`config.mk`:
```
export PLATFORM = sky130hd
export DESIGN_NAME = spi_sram_ctrl
export DESIGN_NICKNAME = d
export VERILOG_FILES = /design/src/hdl/sram_pkg.sv /design/src/hdl/spi_sram_ctrl.sv /design/src/hdl/spi_sram_engine.sv /design/src/hdl/word_fifo.sv
export SDC_FILE = /design/constraint.sdc
export NUM_CORES = 2
export LEC_CHECK = 0
export ABC_AREA = 1
export BUFFER_PORTS_ARGS = -buffer_cell sky130_fd_sc_hd__buf_4
export CAP_MARGIN = 20
export CORE_ASPECT_RATIO = 1.25
export CORE_MARGIN = 3
export CORE_UTILIZATION = 60
export DETAILED_ROUTE_END_ITERATION = 10
export PLACE_DENSITY = 0.76
export SLEW_MARGIN = 20
export SYNTH_ARGS = -nofsm -noshare
export SYNTH_HDL_FRONTEND = slang
export SYNTH_SLANG_ARGS = --single-unit
```
`constraint.sdc`:
```
create_clock -name clk -period 10.3 [get_ports clk]
set_input_delay 1.03 -clock clk [delete_from_list [all_inputs] [get_ports clk]]
set_output_delay 1.03 -clock clk [all_outputs]
set_load 0.03 [all_outputs]
```
`src/hdl/sram_pkg.sv`:
```
package sram_pkg;

    ////////////////////////////////////////////////////////////
    // Sizes and defaults
    ////////////////////////////////////////////////////////////

    parameter int WORD_BITS = 32;

    parameter int DEF_FIFO_DEPTH = 32;          // Words per FIFO.
    parameter int DEF_CLK_DIV    = 2;           // Half period of sck in clk cycles.

    typedef logic [WORD_BITS-1:0] word_t;

    ////////////////////////////////////////////////////////////
    // SPI opcodes, 23LC-class part
    ////////////////////////////////////////////////////////////

    parameter logic [7:0] OP_READ  = 8'h03;
    parameter logic [7:0] OP_WRITE = 8'h02;

    ////////////////////////////////////////////////////////////
    // Host command
    ////////////////////////////////////////////////////////////

    typedef enum logic {
        CMD_READ  = 1'b0,
        CMD_WRITE = 1'b1
    } sram_op_t;

    // One command as the host hands it over, 27 bits.
    typedef struct packed {
        sram_op_t    op;                        // Direction.
        logic [15:0] addr;                      // First byte address.
        logic [5:0]  count;                     // Words, 1 to 32.
        logic [3:0]  spare;                     // Reserved, keep zero.
    } sram_cmd_t;

endpackage

```
`src/hdl/spi_sram_ctrl.sv`:
```
`timescale 1ns/1ps

module spi_sram_ctrl #(
    parameter int FIFO_DEPTH = sram_pkg::DEF_FIFO_DEPTH,
    parameter int CLK_DIV    = sram_pkg::DEF_CLK_DIV
) (
    input  logic                clk,
    input  logic                rst_n,
    input  sram_pkg::word_t     wr_data,
    input  logic                wr_valid,
    output logic                wr_credit,
    input  sram_pkg::sram_cmd_t cmd,
    input  logic                cmd_valid,
    output logic                done,
    output sram_pkg::word_t     rd_data,
    output logic                rd_empty,
    input  logic                rd_pop,
    output logic                cs,
    output logic                sck,
    output logic                mosi,
    input  logic                miso
);

    localparam int SRAM_ADDR_BYTES = 2;         // 64 KB part.

    sram_pkg::word_t fifo_data;
    logic            fifo_empty;
    logic            fifo_pop;
    sram_pkg::word_t rd_word;
    logic            rd_push;

    ////////////////////////////////////////////////////////////
    // Write path, host to engine
    ////////////////////////////////////////////////////////////

    word_fifo #(
        .FIFO_DEPTH (FIFO_DEPTH)
    ) i_wr_fifo (
        .clk       (clk),
        .rst_n     (rst_n),
        .push      (wr_valid),
        .push_data (wr_data),
        .pop       (fifo_pop),
        .pop_data  (fifo_data),
        .empty     (fifo_empty),
        .full      (),
        .credit    (wr_credit)
    );

    spi_sram_engine #(
        .CLK_DIV    (CLK_DIV),
        .ADDR_BYTES (SRAM_ADDR_BYTES)
    ) i_engine (
        .clk        (clk),
        .rst_n      (rst_n),
        .cmd        (cmd),
        .cmd_valid  (cmd_valid),
        .done       (done),
        .fifo_data  (fifo_data),
        .fifo_empty (fifo_empty),
        .fifo_pop   (fifo_pop),
        .rd_push    (rd_push),
        .rd_word    (rd_word),
        .cs         (cs),
        .sck        (sck),
        .mosi       (mosi),
        .miso       (miso)
    );

    ////////////////////////////////////////////////////////////
    // Read path, engine to host
    ////////////////////////////////////////////////////////////

    word_fifo #(
        .FIFO_DEPTH (FIFO_DEPTH)
    ) i_rd_fifo (
        .clk       (clk),
        .rst_n     (rst_n),
        .push      (rd_push),
        .push_data (rd_word),
        .pop       (rd_pop),
        .pop_data  (rd_data),
        .empty     (rd_empty),
        .full      (),
        .credit    ()
    );

endmodule

```
`src/hdl/spi_sram_engine.sv`:
```
`timescale 1ns/1ps

module spi_sram_engine #(
    parameter int CLK_DIV    = 2,
    parameter int ADDR_BYTES = 2
) (
    input  logic                clk,
    input  logic                rst_n,
    input  sram_pkg::sram_cmd_t cmd,
    input  logic                cmd_valid,
    output logic                done,
    input  sram_pkg::word_t     fifo_data,
    input  logic                fifo_empty,
    output logic                fifo_pop,
    output logic                rd_push,
    output sram_pkg::word_t     rd_word,
    output logic                cs,
    output logic                sck,
    output logic                mosi,
    input  logic                miso
);

    localparam int W      = sram_pkg::WORD_BITS;
    localparam int BIT_W  = $clog2(W);
    localparam int DIV_W  = (CLK_DIV > 1) ? $clog2(CLK_DIV) : 1;
    localparam int ADDR_W = 8 * ADDR_BYTES;

    typedef enum logic [2:0] {
        S_IDLE,
        S_OPCODE,
        S_ADDR,
        S_WDATA,
        S_RDATA,
        S_FINISH
    } state_t;

    state_t              state;
    sram_pkg::sram_cmd_t cmd_q;
    logic [DIV_W-1:0]    div_cnt;
    logic [BIT_W-1:0]    bit_cnt;               // Bits left in this field, minus one.
    logic [5:0]          wcnt;                  // Words left, current one included.
    logic                sck_q;
    logic                cs_q;
    logic                done_q;
    logic                rd_push_q;
    sram_pkg::word_t     sh;
    sram_pkg::word_t     wbuf;
    sram_pkg::word_t     rd_sr;
    logic [7:0]          opcode;
    logic                accept;
    logic                shifting;
    logic                half_end;
    logic                rise;
    logic                fall;
    logic                last_bit;
    logic                is_wr;
    logic                want_pop;

    ////////////////////////////////////////////////////////////
    // Bit timing
    ////////////////////////////////////////////////////////////

    assign accept   = cmd_valid && done_q;
    assign shifting = (state == S_OPCODE) || (state == S_ADDR) ||
                      (state == S_WDATA) || (state == S_RDATA);
    assign half_end = shifting && (div_cnt == DIV_W'(CLK_DIV - 1));
    assign rise     = half_end && !sck_q;       // miso sampled here.
    assign fall     = half_end && sck_q;        // End of one bit.
    assign last_bit = fall && (bit_cnt == '0);
    assign is_wr    = (cmd_q.op == sram_pkg::CMD_WRITE);
    assign opcode   = (cmd.op == sram_pkg::CMD_WRITE) ? sram_pkg::OP_WRITE : sram_pkg::OP_READ;

    // Next write word is fetched as the previous one starts shifting.
    always_comb begin
        want_pop = 1'b0;
        if (last_bit && is_wr) begin
            case (state)
                S_OPCODE: want_pop = 1'b1;
                S_ADDR:   want_pop = (cmd_q.count > 6'd1);
                S_WDATA:  want_pop = (wcnt > 6'd2);
                default:  want_pop = 1'b0;
            endcase
        end
    end

    assign fifo_pop = want_pop && !fifo_empty;

    ////////////////////////////////////////////////////////////
    // Control FSM
    ////////////////////////////////////////////////////////////

    always_ff @(posedge clk) begin
        if (!rst_n) begin
            state     <= S_IDLE;
            div_cnt   <= '0;
            bit_cnt   <= '0;
            wcnt      <= '0;
            sck_q     <= 1'b0;
            cs_q      <= 1'b1;
            done_q    <= 1'b1;
            rd_push_q <= 1'b0;
        end else begin
            rd_push_q <= rise && (state == S_RDATA) && (bit_cnt == '0);
            if (half_end) begin
                div_cnt <= '0;
                sck_q   <= ~sck_q;
            end else if (shifting) begin
                div_cnt <= div_cnt + 1'b1;
            end
            case (state)
                S_IDLE: begin
                    if (accept) begin
                        state   <= S_OPCODE;
                        done_q  <= 1'b0;
                        cs_q    <= 1'b0;
                        bit_cnt <= BIT_W'(7);
                    end
                end
                S_FINISH: begin
                    state  <= S_IDLE;
                    done_q <= 1'b1;                 // One cycle after cs rises.
                end
                default: begin
                    if (fall && bit_cnt != '0) begin
                        bit_cnt <= bit_cnt - 1'b1;
                    end else if (last_bit) begin
                        case (state)
                            S_OPCODE: begin
                                state   <= S_ADDR;
                                bit_cnt <= BIT_W'(ADDR_W - 1);
                            end
                            S_ADDR: begin
                                if (is_wr) begin
                                    state <= S_WDATA;
                                end else begin
                                    state <= S_RDATA;
                                end
                                bit_cnt <= BIT_W'(W - 1);
                                wcnt    <= cmd_q.count;
                            end
                            default: begin
                                if (wcnt > 6'd1) begin
                                    wcnt    <= wcnt - 1'b1;
                                    bit_cnt <= BIT_W'(W - 1);
                                end else begin
                                    state <= S_FINISH;
                                    cs_q  <= 1'b1;
                                end
                            end
                        endcase
                    end
                end
            endcase
        end
    end

    ////////////////////////////////////////////////////////////
    // Shift and data registers
    ////////////////////////////////////////////////////////////

    always_ff @(posedge clk) begin
        if (accept) begin
            cmd_q <= cmd;
            sh    <= sram_pkg::word_t'(opcode) << (W - 8);
        end else if (fall) begin
            if (bit_cnt != '0) begin
                sh <= sh << 1;
            end else if (state == S_OPCODE) begin
                sh <= sram_pkg::word_t'(cmd_q.addr) << (W - ADDR_W);
            end else if (state == S_ADDR && is_wr) begin
                sh <= wbuf;
            end else if (state == S_WDATA && wcnt > 6'd1) begin
                sh <= wbuf;
            end else begin
                sh <= '0;                       // Idle mosi during reads.
            end
        end
        if (fifo_pop) begin
            wbuf <= fifo_data;
        end
        if (rise && state == S_RDATA) begin
            rd_sr <= {rd_sr[W-2:0], miso};      // First byte lands in 31:24.
        end
    end

    assign done    = done_q;
    assign cs      = cs_q;
    assign sck     = sck_q;
    assign mosi    = sh[W-1] & ~cs_q;
    assign rd_push = rd_push_q;
    assign rd_word = rd_sr;

endmodule

```
`src/hdl/word_fifo.sv`:
```
`timescale 1ns/1ps

module word_fifo #(
    parameter int FIFO_DEPTH = 32
) (
    input  logic            clk,
    input  logic            rst_n,
    input  logic            push,
    input  sram_pkg::word_t push_data,
    input  logic            pop,
    output sram_pkg::word_t pop_data,
    output logic            empty,
    output logic            full,
    output logic            credit
);

    localparam int PTR_W = (FIFO_DEPTH > 1) ? $clog2(FIFO_DEPTH) : 1;
    localparam int CNT_W = $clog2(FIFO_DEPTH + 1);

    sram_pkg::word_t  mem [FIFO_DEPTH];
    logic [PTR_W-1:0] wr_ptr;
    logic [PTR_W-1:0] rd_ptr;
    logic [CNT_W-1:0] count;
    logic             do_push;
    logic             do_pop;

    // Wraps for depths that are not a power of two.
    function automatic logic [PTR_W-1:0] ptr_next(input logic [PTR_W-1:0] p);
        return (p == PTR_W'(FIFO_DEPTH - 1)) ? '0 : p + 1'b1;
    endfunction

    assign empty    = (count == '0);
    assign full     = (count == CNT_W'(FIFO_DEPTH));
    assign do_pop   = pop && !empty;
    assign do_push  = push && (!full || do_pop);   // A slot frees this cycle.
    assign pop_data = mem[rd_ptr];

    always_ff @(posedge clk) begin
        if (do_push) begin
            mem[wr_ptr] <= push_data;
        end
    end

    always_ff @(posedge clk) begin
        if (!rst_n) begin
            wr_ptr <= '0;
            rd_ptr <= '0;
            count  <= '0;
            credit <= 1'b0;
        end else begin
            credit <= do_pop;                   // One slot back to the host.
            if (do_push) begin
                wr_ptr <= ptr_next(wr_ptr);
            end
            if (do_pop) begin
                rd_ptr <= ptr_next(rd_ptr);
            end
            case ({do_push, do_pop})
                2'b10:   count <= count + 1'b1;
                2'b01:   count <= count - 1'b1;
                default: count <= count;
            endcase
        end
    end

endmodule

```
==> reports/metrics.csv <==
metric,value,unit
status,completed,
Synth Register Bits,2224,
crit path capture type,output pin,
Synth area leader,edfxtp_1,
Startpoint Class,flop,
Util after Layout,66.9,%
Area contributors post-synth,"edfxtp_1 74%, o21ai_0 6.2%, nor2_1 5.6%",
Pleak,0.0308,uW
setup ws final,4420,ps
Die W,347,microns
FF-to-FF Start,i_engine.state[1]$_SDFFE_PN0P_,
WP data required,9270,ps
FP Rows,155,
core area,143000,sq um
clock sinks,2224,
routed wire length,223000,microns
WL/cell,26.1,microns
Mapped Cells,6530,
Hold Startpoint,cmd[23],
Clock Skews,33.6,ps
clock latency on the worst-skew pair,840,ps
Clock Tree Buf Depth,3,
Non-Filler Instances,8539,
CTS buffer count,199,
# port buffers,98,
Tmin final,5880,ps
Final HPWL DP,115000,microns
worst slew pin tran,1180,ps
crit path max fanout,234,
vias in the first global route,54500,
"count leader, synth",edfxtp_1,
CP Class,reg2out,
vias per cell,6.52,
Synth top area share,74.0,%
"Seq/Total Area, Yosys",75.8,%
placed cell count,8169,
Peak VDD IR,0.000196,V
ys flop type,edfxtp_1,
critical path cell sequence,buf_12 -> buf_12 -> o21ai_0 -> o221ai_1 -> nand3_1 -> nand2_1 -> nor2_1 -> a21oi_1 -> buf_4,
Post-synth EDFFs,2143,
CP max-delay cell,dfxtp_4,
PD cells,208,nW/um^2
via count,55700,
IO Count,103,
nets,6583,
CTS tree,done,
area growth from synthesis to layout,10.3,%
Initial Util,60.7,%
top post-synthesis cells by count,"2143 x edfxtp_1, 1291 x nor2_1, 1071 x o21ai_0",
remaining antenna violation count,0,
max_cap viols,0,
"Reg clk slew, reported paths",60,ps
Setup WS pre-CTS,5430,ps
crit-path most repeated cell,buf_12,
chip height,432,microns
share of post-route cells with drive strength above 1,8.92,%
max incr delay on CP,750,ps
worst hold path class,in2reg,
Netlist cell types,45,
final hold vios,0,
f_max,170,MHz
initial antenna violation count,10,
setup TNS,0,ps
Total GRT Usage,29.5,%
Min Hold Slack,381,ps
final setup fails,0,
GP Congestion,0.818,
first-pass GRT wire length,330000,microns
largest net degree at the start of global routing,238,
YS warnings,0,
DRT Pass-1 Iters,6,
Iteration-0 DRC Markers,7039,
RSZ-0062 raised after global routing,false,
root buf cell,clkbuf_16,
Remaining DRCs,0,
die area,150000,sq um
"Setup Fix Bufs, Post-CTS",0,
"Gates resized, CTS repair",0,
syn_area_per_cell,13.3,sq um
syn nets,6625,
asr flop ratio synth,0,%
Slew headroom,21.4,%
"Slew Viols, Final",0,
critical path arrival,4850,ps
CTS H-Tree Depth,4,
Synth Cell Area,87000,sq um
total grt overflow,0,
post-route clock period utilization,57.1,%
Hold Buf Count CTS,0,
metrics by stage:
stage / total power (uW) / instance area (sq um)
after floorplan: 12000 / 87000
after global placement: 12800 / 89600
after detailed placement: 12900 / 89600
after CTS: 20000 / 95900
after global routing: 20700 / 95900
final: 20000 / 95900
power breakdown:
part / internal, uW / switching, uW
combinational: 801 / 2000
clock: 3980 / 3210
sequential: 9910 / 80.6
placed cells by master (no fill, tap or decap), types with 95 or more instances in the layout:
cell type / instances
o22ai_1: 211
o21ai_0: 1071
buf_4: 200
inv_1: 104
edfxtp_1: 2143
o221ai_1: 233
o211ai_1: 95
nor2_1: 1229
clkbuf_16: 201
nand2_1: 274
nand3_1: 217
cell families after synthesis:
family	after synthesis	share of synthesized area (%)
adders and majority gates	30	0.449
buffers and inverters	575	2.78
xor gates and xnor gates	13	0.131
and+or+nand+nor	1850	8.51
AOI/OAI and AO/OA	1838	12.3
DFF	2224	75.8
sequential cells by signal, indices dropped and copies added, names as in the netlist, 6 cells and up, named ones only:
register	cells
i_engine.cmd_q	22
i_engine.rd_word	32
i_engine.sh	32
i_engine.wbuf	32
i_engine.wcnt	6
i_rd_fifo.count	6
i_rd_fifo.mem	1024
i_wr_fifo.count	6
i_wr_fifo.mem	1024
critical path, delay by kind of cell, from the launching register on:
family,cells,cell delay (ps)
flops,1,750
simple gates,3,320
buf+inv,3,1720
compound gates,3,910
area by class of cell:
type	count	area, sq um
repair buffers	208	1650
clock buffers	250	5270
inverters	124	512
clock inverters	114	1030
flip-flops and latches	2224	66000
diodes	4	10.0
well taps	1884	2360
multi-input cells	3731	19100
fillers	9482	47400
worst paths after layout:
kind	endpoint	slack (ps)	cells after the start
setup / recovery	rd_data[21]	4420	9
hold / removal	i_engine.cmd_q[23]$_DFFE_PP_	380	1
setup reg to reg	i_wr_fifo.count[5]$_SDFFE_PN0P_	5330	20
hold reg to reg	i_engine.wcnt[5]$_SDFFE_PN0P_	470	2
layer usage:
metal | GRT usage [%] | up-vias | part of all wire, %
met1 | 36.0 | 27400 | 34
met4 | 15.5 | 10 | 5.3
met2 | 50.3 | 3195 | 50
met3 | 5.49 | 717 | 10
met5 | 0 | - | 0.024
li1 | - | 24400 | -
(Power assumes the default switching activity.)
